==> src/source/time_sync_config.svh <==
`ifndef TIME_SYNC_CONFIG_SVH
`define TIME_SYNC_CONFIG_SVH

// wishbone data word and command argument width
`define TS_DATA_W 32

// unit length in clocks
`define TS_UNIT_W 16

// epoch length and wait count, both in units
`define TS_EPOCH_W 10

// epoch counter width
`define TS_TIME_W 32

// command slots in the fifo, power of two
`define TS_FIFO_DEPTH 8

// epochs the host may fall behind before waits get squashed
`define TS_SQUASH_THR 1

`endif
==> src/source/time_sync_pkg.sv <==
`include "time_sync_config.svh"

package time_sync_pkg;

  // command opcodes
  // encoding follows the low two bits of the host address map
  typedef enum logic [1:0] {
    OP_DATA       = 2'd0,
    OP_WAIT       = 2'd1,
    OP_HOST_EPOCH = 2'd2,
    OP_RESET_TIME = 2'd3
  } cmd_op_t;

  // one command record as it sits in the fifo
  typedef struct packed {
    cmd_op_t               op;
    logic [`TS_DATA_W-1:0] arg;
  } ts_cmd_t;

  // timing configuration written by the host
  typedef struct packed {
    // clocks per unit
    logic [`TS_UNIT_W-1:0]  unit_len;
    // units per epoch
    logic [`TS_EPOCH_W-1:0] epoch_len;
  } ts_cfg_t;

  // downstream control states
  // run passes data, stall holds it for a wait,
  // squash drops waits while the host is behind
  typedef enum logic [1:0] {
    DN_RUN    = 2'd0,
    DN_STALL  = 2'd1,
    DN_SQUASH = 2'd2
  } dn_state_t;

endpackage

==> src/source/time_sync_top.sv <==
`timescale 1ns/1ps
`include "time_sync_config.svh"

module time_sync_top
  import time_sync_pkg::*;
(
  input  logic                  clk,
  input  logic                  reset,
  // host wishbone port
  input  logic                  wb_cyc,
  input  logic                  wb_stb,
  input  logic                  wb_we,
  input  logic [2:0]            wb_adr,
  input  logic [`TS_DATA_W-1:0] wb_dat_w,
  output logic [`TS_DATA_W-1:0] wb_dat_r,
  output logic                  wb_ack,
  // heartbeat to the host
  output logic                  hb_valid,
  output logic [`TS_TIME_W-1:0] hb_epoch,
  input  logic                  hb_ack,
  // downstream stream
  output logic                  dn_valid,
  output logic [`TS_DATA_W-1:0] dn_data,
  input  logic                  dn_ready,
  output logic                  stall_dn,
  output logic                  squash_dn
);

  logic                  push;
  ts_cmd_t               push_cmd;
  logic                  full;
  logic                  pop;
  logic                  head_valid;
  ts_cmd_t               head;
  logic [3:0]            level;
  logic [`TS_TIME_W-1:0] epochs;
  ts_cfg_t               cfg;

  host_cmd_decoder host_cmd_decoder_inst (
    .clk      (clk),
    .reset    (reset),
    .wb_cyc   (wb_cyc),
    .wb_stb   (wb_stb),
    .wb_we    (wb_we),
    .wb_adr   (wb_adr),
    .wb_dat_w (wb_dat_w),
    .wb_dat_r (wb_dat_r),
    .wb_ack   (wb_ack),
    .push     (push),
    .push_cmd (push_cmd),
    .full     (full),
    .level    (level),
    .epochs   (epochs),
    .cfg      (cfg)
  );

  cmd_fifo #(
    .DEPTH (`TS_FIFO_DEPTH)
  ) cmd_fifo_inst (
    .clk        (clk),
    .reset      (reset),
    .push       (push),
    .push_cmd   (push_cmd),
    .full       (full),
    .pop        (pop),
    .head_valid (head_valid),
    .head       (head),
    .level      (level)
  );

  time_mgr time_mgr_inst (
    .clk        (clk),
    .reset      (reset),
    .cfg        (cfg),
    .head_valid (head_valid),
    .head       (head),
    .pop        (pop),
    .epochs     (epochs),
    .hb_valid   (hb_valid),
    .hb_epoch   (hb_epoch),
    .hb_ack     (hb_ack),
    .dn_valid   (dn_valid),
    .dn_data    (dn_data),
    .dn_ready   (dn_ready),
    .stall_dn   (stall_dn),
    .squash_dn  (squash_dn)
  );

endmodule

==> src/source/time_mgr.sv <==
`timescale 1ns/1ps
`include "time_sync_config.svh"

module time_mgr
  import time_sync_pkg::*;
(
  input  logic                  clk,
  input  logic                  reset,
  input  ts_cfg_t               cfg,
  input  logic                  head_valid,
  input  ts_cmd_t               head,
  output logic                  pop,
  output logic [`TS_TIME_W-1:0] epochs,
  output logic                  hb_valid,
  output logic [`TS_TIME_W-1:0] hb_epoch,
  input  logic                  hb_ack,
  output logic                  dn_valid,
  output logic [`TS_DATA_W-1:0] dn_data,
  input  logic                  dn_ready,
  output logic                  stall_dn,
  output logic                  squash_dn
);

  localparam logic [`TS_EPOCH_W-1:0] UNIT_ONE   = 1;
  localparam logic [`TS_TIME_W:0]    SQUASH_THR = `TS_SQUASH_THR;

  // clocks into the current unit
  logic [`TS_UNIT_W-1:0]  unit_cnt;
  logic                   unit_pulse;
  // units into the current epoch, 1 to epoch_len
  logic [`TS_EPOCH_W-1:0] units;
  logic                   rollover;
  // last epoch count reported by the host
  logic [`TS_TIME_W-1:0]  host_epoch;
  // units left in the current wait
  logic [`TS_EPOCH_W-1:0] wait_cnt;
  dn_state_t              state;
  logic                   behind;
  logic                   is_data;
  logic                   is_wait;
  logic                   is_host;
  logic                   is_rst;
  logic                   take_wait;

  // head decode
  assign is_data = head_valid & (head.op == OP_DATA);
  assign is_wait = head_valid & (head.op == OP_WAIT);
  assign is_host = head_valid & (head.op == OP_HOST_EPOCH);
  assign is_rst  = head_valid & (head.op == OP_RESET_TIME);

  // free running unit pulser
  // a unit_len of 0 or 1 pulses every clock
  assign unit_pulse = ({1'b0, unit_cnt} + 1'b1) >= {1'b0, cfg.unit_len};

  always_ff @(posedge clk or posedge reset) begin
    if (reset) begin
      unit_cnt <= '0;
    end else if (is_rst | unit_pulse) begin
      unit_cnt <= '0;
    end else begin
      unit_cnt <= unit_cnt + 1'b1;
    end
  end

  // epoch rolls on the pulse that ends unit epoch_len
  assign rollover = unit_pulse & (units >= cfg.epoch_len) & ~is_rst;

  always_ff @(posedge clk or posedge reset) begin
    if (reset) begin
      epochs <= '0;
      units  <= '0;
    end else if (is_rst) begin
      epochs <= '0;
      units  <= UNIT_ONE;
    end else if (rollover) begin
      epochs <= epochs + 1'b1;
      units  <= UNIT_ONE;
    end else if (unit_pulse) begin
      units <= units + 1'b1;
    end
  end

  // at most one heartbeat pending
  // a newer rollover replaces the pending count
  always_ff @(posedge clk or posedge reset) begin
    if (reset) begin
      hb_valid <= 1'b0;
    end else if (rollover) begin
      hb_valid <= 1'b1;
    end else if (hb_ack) begin
      hb_valid <= 1'b0;
    end
  end

  always_ff @(posedge clk) begin
    if (rollover) begin
      hb_epoch <= epochs + 1'b1;
    end
  end

  // host progress
  always_ff @(posedge clk or posedge reset) begin
    if (reset) begin
      host_epoch <= '0;
    end else if (is_host) begin
      host_epoch <= head.arg[`TS_TIME_W-1:0];
    end
  end

  // extra bit so the threshold add cannot wrap
  assign behind = {1'b0, epochs} > ({1'b0, host_epoch} + SQUASH_THR);

  // a wait is consumed in squash, or in run when no squash is due
  assign take_wait = is_wait & ((state == DN_SQUASH) | ((state == DN_RUN) & ~behind));

  // downstream outputs
  assign stall_dn  = (state == DN_STALL);
  assign squash_dn = (state == DN_SQUASH);
  assign dn_valid  = is_data & (state != DN_STALL);
  assign dn_data   = head.arg;

  // epoch and time-reset commands never wait, data leaves on transfer
  assign pop = is_host | is_rst | take_wait | (dn_valid & dn_ready);

  // run/stall/squash machine
  // the pulser is not restarted by a wait, so a wait can come up
  // to one unit short and software has to budget for that
  always_ff @(posedge clk or posedge reset) begin
    if (reset) begin
      state    <= DN_RUN;
      wait_cnt <= '0;
    end else begin
      case (state)
        DN_RUN: begin
          if (behind) begin
            state <= DN_SQUASH;
          end else if (is_wait) begin
            state    <= DN_STALL;
            wait_cnt <= head.arg[`TS_EPOCH_W-1:0];
          end
        end
        DN_STALL: begin
          if (wait_cnt == '0) begin
            state <= DN_RUN;
          end else if (unit_pulse) begin
            wait_cnt <= wait_cnt - 1'b1;
          end
        end
        DN_SQUASH: begin
          wait_cnt <= '0;
          if (!behind) begin
            state <= DN_RUN;
          end
        end
        default: begin
          state    <= DN_RUN;
          wait_cnt <= '0;
        end
      endcase
    end
  end

  // a wait always runs out before run is entered again
  a_run_no_wait: assert property (@(posedge clk) disable iff (reset)
    (state == DN_RUN) |-> (wait_cnt == '0))
    else $error("wait countdown left over in run");

endmodule

==> src/source/cmd_fifo.sv <==
`timescale 1ns/1ps
`include "time_sync_config.svh"

module cmd_fifo
  import time_sync_pkg::*;
#(
  parameter int DEPTH = `TS_FIFO_DEPTH
) (
  input  logic    clk,
  input  logic    reset,
  input  logic    push,
  input  ts_cmd_t push_cmd,
  output logic    full,
  input  logic    pop,
  output logic    head_valid,
  output ts_cmd_t head,
  output logic [3:0] level
);

  // depth is a power of two of at least 2, so pointers wrap by themselves
  localparam int PTR_W = $clog2(DEPTH);

  ts_cmd_t           mem [DEPTH];
  logic [PTR_W-1:0]  wr_ptr;
  logic [PTR_W-1:0]  rd_ptr;
  // one bit wider than the pointers to hold a full count
  logic [PTR_W:0]    count;

  assign full       = (count == (PTR_W+1)'(DEPTH));
  assign head_valid = (count != '0);
  assign head       = mem[rd_ptr];
  assign level      = 4'(count);

  // storage
  always_ff @(posedge clk) begin
    if (push) begin
      mem[wr_ptr] <= push_cmd;
    end
  end

  // pointers and occupancy
  always_ff @(posedge clk or posedge reset) begin
    if (reset) begin
      wr_ptr <= '0;
      rd_ptr <= '0;
      count  <= '0;
    end else begin
      if (push) begin
        wr_ptr <= wr_ptr + 1'b1;
      end
      if (pop) begin
        rd_ptr <= rd_ptr + 1'b1;
      end
      // simultaneous push and pop leaves the count alone
      if (push & ~pop) begin
        count <= count + 1'b1;
      end else if (pop & ~push) begin
        count <= count - 1'b1;
      end
    end
  end

  // the decoder must respect full
  a_no_push_full: assert property (@(posedge clk) disable iff (reset)
    push |-> !full)
    else $error("push into a full command fifo");

  // the time manager must only pop a valid head
  a_no_pop_empty: assert property (@(posedge clk) disable iff (reset)
    pop |-> head_valid)
    else $error("pop from an empty command fifo");

endmodule

==> src/source/host_cmd_decoder.sv <==
`timescale 1ns/1ps
`include "time_sync_config.svh"

module host_cmd_decoder
  import time_sync_pkg::*;
(
  input  logic                   clk,
  input  logic                   reset,
  input  logic                   wb_cyc,
  input  logic                   wb_stb,
  input  logic                   wb_we,
  input  logic [2:0]             wb_adr,
  input  logic [`TS_DATA_W-1:0]  wb_dat_w,
  output logic [`TS_DATA_W-1:0]  wb_dat_r,
  output logic                   wb_ack,
  output logic                   push,
  output ts_cmd_t                push_cmd,
  input  logic                   full,
  input  logic [3:0]             level,
  input  logic [`TS_TIME_W-1:0]  epochs,
  output ts_cfg_t                cfg
);

  // config and status addresses, 0 to 3 are commands
  localparam logic [2:0] ADR_UNIT_LEN  = 3'd4;
  localparam logic [2:0] ADR_EPOCH_LEN = 3'd5;
  localparam logic [2:0] ADR_EPOCHS    = 3'd6;
  localparam logic [2:0] ADR_LEVEL     = 3'd7;

  logic req;
  logic cmd_wr;

  // new request, the ack cycle itself is not a request
  assign req = wb_cyc & wb_stb & ~wb_ack;

  // a write to the lower half of the map is a command
  assign cmd_wr = req & wb_we & ~wb_adr[2];

  // push only into a fifo with room, otherwise the write waits
  assign push = cmd_wr & ~full;

  always_comb begin
    push_cmd.arg = wb_dat_w;
    case (wb_adr[1:0])
      2'd0: push_cmd.op = OP_DATA;
      2'd1: push_cmd.op = OP_WAIT;
      2'd2: push_cmd.op = OP_HOST_EPOCH;
      default: push_cmd.op = OP_RESET_TIME;
    endcase
  end

  // ack one cycle after the request, held off while a command meets a full fifo
  always_ff @(posedge clk or posedge reset) begin
    if (reset) begin
      wb_ack <= 1'b0;
    end else begin
      wb_ack <= req & ~(cmd_wr & full);
    end
  end

  // config registers take effect as soon as they are written
  always_ff @(posedge clk or posedge reset) begin
    if (reset) begin
      cfg <= '0;
    end else if (req & wb_we) begin
      if (wb_adr == ADR_UNIT_LEN) begin
        cfg.unit_len <= wb_dat_w[`TS_UNIT_W-1:0];
      end
      if (wb_adr == ADR_EPOCH_LEN) begin
        cfg.epoch_len <= wb_dat_w[`TS_EPOCH_W-1:0];
      end
    end
  end

  // read data lines up with the ack
  // only the two status addresses return something
  always_ff @(posedge clk) begin
    if (req & ~wb_we) begin
      case (wb_adr)
        ADR_EPOCHS: wb_dat_r <= epochs;
        ADR_LEVEL:  wb_dat_r <= {{(`TS_DATA_W-4){1'b0}}, level};
        default:    wb_dat_r <= '0;
      endcase
    end
  end

  // every transfer gets a single-cycle ack
  a_ack_one_cycle: assert property (@(posedge clk) disable iff (reset)
    wb_ack |=> !wb_ack)
    else $error("wb_ack held for more than one cycle");

endmodule

==> config.mk <==
export PLATFORM = sky130hd
export DESIGN_NAME = time_sync_top
export DESIGN_NICKNAME = d
export VERILOG_FILES = /design/src/source/time_sync_pkg.sv /design/src/source/time_sync_top.sv /design/src/source/time_mgr.sv /design/src/source/cmd_fifo.sv /design/src/source/host_cmd_decoder.sv
export VERILOG_INCLUDE_DIRS = /design/src /design/src/source
export SDC_FILE = /design/constraint.sdc
export NUM_CORES = 1
export LEC_CHECK = 0
export BUFFER_PORTS_ARGS = -buffer_cell sky130_fd_sc_hd__clkbuf_2
export CORE_UTILIZATION = 50
export CTS_CLUSTER_DIAMETER = 30
export DETAILED_ROUTE_END_ITERATION = 8
export GPL_ROUTABILITY_DRIVEN = 1
export GPL_TIMING_DRIVEN = 0
export PLACE_DENSITY = 0.72
export SLEW_MARGIN = 30
export SYNTH_ARGS = -nofsm -noshare
export SYNTH_HDL_FRONTEND = slang
export SYNTH_HIERARCHICAL = 1
export SYNTH_SLANG_ARGS = --single-unit
export TNS_END_PERCENT = 100
==> constraint.sdc <==
create_clock -name clk -period 7.25 [get_ports clk]
set_clock_uncertainty 0.05 [all_clocks]
set_input_delay 1.45 -clock clk [delete_from_list [all_inputs] [get_ports clk]]
set_output_delay 1.45 -clock clk [all_outputs]
set_load 0.05 [all_outputs]
==> results of run 1 <==
## state kept, by name, indices dropped and copies added (netlist names)
register / cells
cmd_fifo_inst/rd_ptr: 3
time_mgr_inst/wait_cnt: 10
host_cmd_decoder_inst/wb_ack: 1
host_cmd_decoder_inst/wb_dat_r: 32
time_mgr_inst/epochs: 32
time_mgr_inst/state: 2
time_mgr_inst/hb_epoch: 32
time_mgr_inst/host_epoch: 32
time_mgr_inst/unit_cnt: 16
host_cmd_decoder_inst/cfg: 26
time_mgr_inst/units: 10
cmd_fifo_inst/mem: 272
time_mgr_inst/hb_valid: 1
cmd_fifo_inst/level: 4
cmd_fifo_inst/wr_ptr: 3
## synthesized netlist by cell type (all sizes together) (25+ instances only)
| cell | n |
|---|---|
| ha | 68 |
| xor2 | 75 |
| nand2 | 66 |
| a21oi | 37 |
| xnor2 | 38 |
| edfxtp | 336 |
| and3 | 25 |
| mux2 | 96 |
| nand4 | 31 |
| and2 | 40 |
| nand3 | 59 |
| mux4 | 68 |
| dfrtp | 140 |
| buf | 82 |
| nor2 | 76 |
| clkbuf | 33 |
| inv | 46 |
## layout make-up
| class | count | area (um2) |
|---|---|---|
| fillers | 3042 | 16010 |
| flip-flops and latches | 476 | 13590 |
| multi-input cells | 833 | 7406 |
| clock buffers | 110 | 2527 |
| repair buffers | 150 | 1114 |
| clock inverters | 67 | 763.2 |
| plain buffers | 115 | 750.7 |
| well taps | 585 | 732.0 |
| inverters | 46 | 177.7 |
## cell usage in the layout, fill, tap and decap left out, types with 12 or more instances in the layout
cell type / synthesis / routed
edfxtp_1: 336 / 336
dfrtp_1: 140 / 140
clkbuf_2: 0 / 125
clkbuf_16: 0 / 98
xor2_1: 75 / 75
buf_4: 64 / 74
mux4_2: 68 / 68
ha_1: 68 / 68
nor2_1: 75 / 67
nand2_1: 65 / 65
mux2_2: 60 / 60
nand3_1: 59 / 59
inv_1: 45 / 43
clkbuf_1: 33 / 42
and2_1: 39 / 39
xnor2_1: 38 / 38
a21oi_1: 37 / 37
nand4_1: 31 / 31
and3_1: 25 / 25
mux2_4: 20 / 20
o21ai_0: 19 / 19
clkinvlp_4: 0 / 16
mux2_1: 16 / 16
buf_16: 0 / 15
nor2b_1: 15 / 15
inv_6: 0 / 12
bufinv_16: 0 / 12
## power by group
| group | internal, mW | switching, mW | leakage (nW) |
|---|---|---|---|
| Clock | 2.94 | 1.47 | 1.56 |
| Sequential | 3.16 | 0.251 | 4.82 |
| Combinational | 1.41 | 2.04 | 4.33 |
| Total | 7.51 | 3.76 | 10.7 |
## metrics by stage
step | TNS (ns) | area [um2]
after global placement | -42.16 | 23210
after detailed placement | 0 | 23770
after CTS | 0 | 27060
final | 0 | 27060
after floorplan | 0 | 21850
after global routing | 0 | 27060
## critical path, cell delays in order, from the launching register on
cell and delay, ns:
dfrtp_1 0.43, and4_1 0.31, nand4_1 0.28, nor3_1 0.49, and3_1 0.34, nand2_1 0.09, xor2_1 0.15, ha_1 0.29
nand4_1 0.17, nor4_1 0.49, inv_1 0.08, nor3b_1 0.21, a31oi_1 0.06, o21ai_0 0.14, o21ai_0 0.11, nand2_1 0.20
inv_1 0.12, ha_1 0.26, inv_1 0.16, ha_1 0.32, or4_1 0.49, nand3_1 0.09, o211ai_1 0.08
## logic make-up after synthesis
group	synth area share [%]
and+or+nand+nor	9.344
muxes	12.62
xor gates and xnor gates	4.529
buffers and inverters	4.226
DFF	62.20
AOI/OAI and AO/OA	3.092
adders and majority gates	3.985
## per-layer routing
| metal | wire (um) | vias up |
|---|---|---|
| li1 | - | 5991 |
| met2 | 24410 | 404 |
| met3 | 2723 | 71 |
| met5 | 0 | - |
| met4 | 1076 | 0 |
| met1 | 21410 | 6700 |
## final timing paths
| check | startpoint | to | slack, ns | depth (start not counted) |
|---|---|---|---|---|
| worst max-delay path | time_mgr_inst/host_epoch[2] | cmd_fifo_inst/level[3] | 1.69 | 22 |
| worst min-delay path | host_cmd_decoder_inst/cfg[20] | host_cmd_decoder_inst/cfg[20] | 0.43 | 1 |
| worst max register to register | time_mgr_inst/host_epoch[2] | cmd_fifo_inst/level[3] | 1.69 | 22 |
| worst min register to register | host_cmd_decoder_inst/cfg[20] | host_cmd_decoder_inst/cfg[20] | 0.43 | 1 |
| max in group asynchronous | reset | time_mgr_inst/epochs[25] | 5.62 | 3 |
| min in group asynchronous | reset | time_mgr_inst/unit_cnt[11] | 0.86 | 2 |
==> summary.txt, run 1 <==
STA
  – Setup ws final: roughly 1.7 ns
  – RSZ-0062 raised after global routing: no
  – Worst-margin pin slew: 1.030 ns
  – Slew HR: 31.35%
  – Fin crit period: between 5 and 6 ns
  – Final slew viol count: 0
  – Max Clk Rate: 179.9 MHz
  – Final Setup Violations: 0
  – Period utilisation layout: 76.68%
  – Final hold slack: 0.4333 ns
  – Final hold viol count: 0

Placement
  – Port Buf Inserts: 125
  – Placed insts: between 2000 and 2500
  – Final Wtd Congestion: 0.8539
  – Hpwl dp: 34030 um
  – Post-placement setup slack: 1.744 ns

GRT
  – Busiest grt layer: met2
  – Met2 Resource Use GR: 37.84%
  – Largest net degree at the start of global routing: 65
  – Met1 GRT Util: 30.73%
  – First-pass GRT wire length: between 70000 and 80000 um
  – GR Layer Usage met3: 4.252%
  – Gr usage total: 23.06%
  – Initial antenna violation count: 0
  – Vias in the first global route: 13538
  – Remaining global-route overflow: 0

Synth
  – Area leader, netlist: edfxtp_1
  – Post-Syn Instances: between 1000 and 1500
  – Synth unique cells: 75
  – Post-synth EDFFs: approximately 340
  – Post-Syn Nets: 1581
  – Asr flop ratio synth: 29.41%
  – Post-synthesis area per instance: 14.87 um2
  – Dominant synthesized flop cell: edfxtp_1
  – Mapped Area: between 0.02 and 0.025 mm2
  – Top cells by area, synth: edfxtp_1, dfrtp_1, mux4_2, ha_1, mux2_2
  – Post-synthesis sequential area ratio: 62.20%
  – Synth top area share: 46.17%
  – Synth Warn #: 6
  – Flops & latches, synth: 476

Pwr
  – Worst vdd ir: 0.2845 mV
  – Leakage power: 10.71 nW
  – Total power: approximately 11 mW
  – Pwr dens: 416.6 mW/mm2

Clock tree
  – Clk root buf: clkbuf_16
  – Clk_lat worst skew: 0.61 ns
  – Hold buffers post-CTS: 0
  – Clock-pin slew on the worst setup and hold paths: 0.05 ns
  – H-tree levels: 3
  – CTS-repair resized insts: 0
  – CTS buffer count: 95
  – Post-CTS Setup Bufs: 0
  – CTS tree: yes
  – Clock Sinks: around 480
  – Max Root-Sink Buffers: 3

Min path
  – Worst hold path type: flop to flop

Floorplan
  – Die H: 211.1 um
  – Chip Width: 211.1 um
  – I/O Pins: 143
  – Die ar.: 0.04454 mm2
  – Core footprint: 0.04308 mm2
  – Rows: 76
  – Starting Density: 50.73%

Layout
  – Area growth syn-to-layout: 23.85%
  – Post-Layout Cell Count: 2382
  – Antenna diodes: 0
  – Layout cells sized above 1: between 30% and 40%
  – NumNets Final: between 1500 and 2000
  – Final Util: 62.83%

Route
  – First-pass DRT Iterations: 5
  – # DRC: 0
  – WL per Instance: 20.83 um
  – Routed WL: 49620 um
  – DR vias/cell: around 5.5
  – Post-route ant nets: 0
  – Iter 0 DRT Violations: 960
  – Vias: 13166

Run
  – Maxcap violations: 0

Critical path
  – Critical setup path kind: flop to flop
  – Worst Path Required: 7.67 ns
  – Critical-path maximum fanout: 6
  – Crit path launch type: flop
  – Worst setup EP type: flop
  – CP Data Arrival Time: roughly 6 ns

Status
  – Status: finished, final reports clean
No activity file was read; power rests on OpenSTA's default activity.
==> run 2, diff against run 1 <==
--- a/config.mk
+++ b/config.mk
@@ -6,13 +6,14 @@
 export SDC_FILE = /design/constraint.sdc
 export NUM_CORES = 1
 export LEC_CHECK = 0
+export ABC_AREA = 1
 export BUFFER_PORTS_ARGS = -buffer_cell sky130_fd_sc_hd__clkbuf_2
 export CORE_UTILIZATION = 50
 export CTS_CLUSTER_DIAMETER = 30
 export DETAILED_ROUTE_END_ITERATION = 8
 export GPL_ROUTABILITY_DRIVEN = 1
 export GPL_TIMING_DRIVEN = 0
-export PLACE_DENSITY = 0.72
+export PLACE_DENSITY = 0.74
 export SLEW_MARGIN = 30
 export SYNTH_ARGS = -nofsm -noshare
 export SYNTH_HDL_FRONTEND = slang
==> constraint.sdc (replaced) <==
create_clock -name clk -period 5.06 [get_ports clk]
set_clock_uncertainty 0.05 [all_clocks]
set_input_delay 1.012 -clock clk [delete_from_list [all_inputs] [get_ports clk]]
set_output_delay 1.012 -clock clk [all_outputs]
set_load 0.05 [all_outputs]
==> summary.txt, run 2 <==
Placement
  – Placed insts: 3122 (+42%)
  – Port Buf Inserts: 126 (+0.80%)
  – Final Wtd Congestion: 0.9702 (+14%)
  – Hpwl dp: 41720 um (+23%)
  – Placed Area: 0.02502 mm2 (+5.2%)
  – Post-placement setup slack: -0.03437 ns (-1.778 ns)

STA
  – Slew HR: 32.34% (+0.98 points)
  – Setup ws final: 0.3494 ns (-1.341 ns)
  – Final hold slack: 0.3798 ns (-0.05357 ns)
  – Max Clk Rate: 212.3 MHz (+18%)
  – Fin crit period: 4.711 ns (-0.8490 ns)
  – Final slew viol count: 0 (unchanged)
  – Final hold viol count: 0 (unchanged)
  – Period utilisation layout: 93.10% (+16 points)
  – Worst-margin pin slew: 1.006 ns (-0.02402 ns)
  – Final Setup Violations: 0 (unchanged)

Status
  – Status: finished, final reports clean

GRT
  – Largest net degree at the start of global routing: 69 (+6.2%)
  – First-pass GRT wire length: 93460 um (+21%)
  – Gr usage total: 25.69% (+2.6 points)
  – Remaining global-route overflow: 0 (unchanged)
  – Vias in the first global route: 17665 (+30%)
  – Initial antenna violation count: 0 (unchanged)

Min path
  – Worst hold path type: primary input to asynchronous set/reset pin

Route
  – WL per Instance: 18.31 um (-12%)
  – Vias: 17933 (+36%)
  – Routed WL: 60460 um (+22%)
  – # DRC: 0 (unchanged)
  – Post-route ant nets: 0 (unchanged)
  – DR vias/cell: 5.431 (-1.7%)
  – First-pass DRT Iterations: 6 (+1)
  – Iter 0 DRT Violations: 1765 (+84%)

Layout
  – Max reg flops: 272 (unchanged)
  – Final Util: 62.43% (-0.39 points)
  – Commonest non-fill, non-tap cell in the layout: nand2_1
  – Area growth syn-to-layout: 22.75%
  – Reg with most FFs: cmd_fifo_inst/mem
  – Most frequent cells in the layout: nand2_1, edfxtp_1, inv_1
  – Filler instances: 3481 (+14%)
  – Multi-input logic area: 0.007825 mm2 (+5.7%)
  – Layout cells sized above 1: 18.84% (-13 points)
  – FF+latch area: 0.01359 mm2 (about the same)
  – NumNets Final: 2734 (+50%)
  – Final Cell Area: 0.02845 mm2 (+5.1%)
  – Antenna diodes: 0 (unchanged)
  – Post-Layout Cell Count: 3302 (+39%)

Floorplan
  – I/O Pins: 143 (unchanged)
  – Rows: 78 (+2.6%)
  – Die H: 217.3 um (+3.0%)
  – Starting Density: 50.86% (+0.13 points)
  – Die ar.: 0.04723 mm2 (+6.0%)
  – Core footprint: 0.04558 mm2 (+5.8%)
  – Chip Width: 217.3 um (+3.0%)

Clock tree
  – Clock-pin slew on the worst setup and hold paths: 0.05 ns (about the same)
  – Hold buffers post-CTS: 0 (unchanged)
  – CTS buffer count: 92 (-3.2%)
  – Clock Sinks: 476 (unchanged)
  – H-tree levels: 3 (unchanged)
  – Max Root-Sink Buffers: 3 (unchanged)
  – CTS tree: yes
  – Clk_lat worst skew: 0.66 ns (+0.05 ns)
  – Clk root buf: clkbuf_16

Critical path
  – FF-to-FF setup slack: 0.35 ns (-1.34 ns)
  – Worst Path Required: 5.53 ns (-2.14 ns)
  – Crit path launch type: flop
  – Worst r2r dst: cmd_fifo_inst/level[3]
  – Critical setup path kind: flop to flop
  – Cell depth of the worst flop-to-flop path: 30 (+36%)
  – Crit path largest cell delay: 0.41 ns (-0.08 ns)
  – Critical-path maximum fanout: 5 (-1)
  – CP max stage cell: dfrtp_2
  – CP Data Arrival Time: 5.18 ns (-0.80 ns)
  – Worst setup EP type: flop
  – Start of the worst register-to-register path: time_mgr_inst/host_epoch[0]
  – Most used cell along the critical path: nand2_1

Synth
  – Post-synth top cells: nand2_1, edfxtp_1, inv_1, nor2_1, o21ai_0
  – Synth top area share: 43.53% (-2.6 points)
  – Post-synthesis area per instance: 9.732 um2 (-35%)
  – Dominant synthesized flop cell: edfxtp_1
  – Post-synthesis sequential area ratio: 58.64% (-3.6 points)
  – Count leader, synth: nand2_1
  – Flops & latches, synth: 476 (unchanged)
  – Synth Warn #: 6 (unchanged)
  – Post-synth EDFFs: 336 (unchanged)
  – Post-Syn Nets: 2493 (+58%)
  – Synth unique cells: 46 (-39%)
  – Asr flop ratio synth: 29.41% (unchanged)
  – Top cells by area, synth: edfxtp_1, dfrtp_1, nand2_1, inv_1, ha_1
  – Mapped Area: 0.02318 mm2 (+6.1%)
  – Post-Syn Instances: 2382 (+62%)
  – Area leader, netlist: edfxtp_1

Pwr
  – Leakage power: 12.40 nW (+16%)
  – Worst vdd ir: 0.4099 mV (+44%)
  – Pwr dens: 602.6 mW/mm2 (+45%)

Run
  – Maxcap violations: 0 (unchanged)
run 2: timing repair:
item,4_1_cts,5_1_grt
setup endpoints to repair,1,3
hold endpoints to repair,0,0
pin swaps,0,9
resized for setup,2,19
setup buffers,0,7
run 2: cell families (layout without fill, tap and decap cells):
kind of cell	count (synthesis)	count (layout)	share of synthesized area, %
compound gates	301	301	7.136
mux	11	11	0.5344
fa+ha+maj	69	69	3.757
flops	476	476	58.64
xor+xnor	75	75	2.834
simple gates	1054	1054	18.88
buf+inv	396	716	8.226
run 2: worst max path at each step:
stage / cells past startpoint / start / slack (ns) / endpoint
global placement: 6 / wb_we / -0.75 / cmd_fifo_inst/mem[3][21]
CTS: 30 / time_mgr_inst/host_epoch[0] / 0.01 / cmd_fifo_inst/level[3]
detailed placement: 30 / time_mgr_inst/host_epoch[0] / -0.03 / cmd_fifo_inst/level[3]
floorplan: 30 / time_mgr_inst/host_epoch[0] / 0.95 / cmd_fifo_inst/level[3]
finish: 30 / time_mgr_inst/host_epoch[0] / 0.35 / cmd_fifo_inst/level[3]
global route: 30 / time_mgr_inst/host_epoch[0] / -0.04 / cmd_fifo_inst/level[3]
run 2: worst max-delay path, delay by kind of cell (launching register included):
family,cells,cell delay (ns)
AND/OR/NAND/NOR,20,2.38
AO/OA/AOI/OAI,2,0.33
XOR/XNOR,1,0.16
adder cells (fa/ha/maj),4,0.98
buffers and inverters,3,0.27
flip-flops,1,0.41
run 2: metrics by stage:
stage / TNS, ns / power (mW)
after global routing: -0.03710 / 17.93
final: 0 / 17.15
after detailed placement: -0.03437 / 10.70
after global placement: -190.04 / 10.50
after floorplan: 0 / 8.956
after CTS: 0 / 17.10
run 2: per-layer routing:
layer	part of all wire, %	track usage [%]	vias up
li1	-	-	8338
met1	40	32.67	8584
met2	49	42.98	857
met3	7.5	4.333	154
met4	3.6	11.76	0
met5	0	0	-
run 2: layout make-up:
cell class / count / area share (%)
Clock buffer: 101 / 8.245
Timing Repair Buffer: 147 / 3.755
Multi-Input combinational cell: 1510 / 27.50
Clock inverter: 72 / 3.368
Inverter: 250 / 3.324
Tap cell: 600 / 2.638
Sequential cell: 476 / 47.78
Buffer: 146 / 3.395
run 2: power by group:
part           switching [mW]  total, mW  internal (mW)
Sequential              0.300       4.83           4.52
Clock                    2.28       6.31           4.03
Combinational            4.24       6.01           1.77
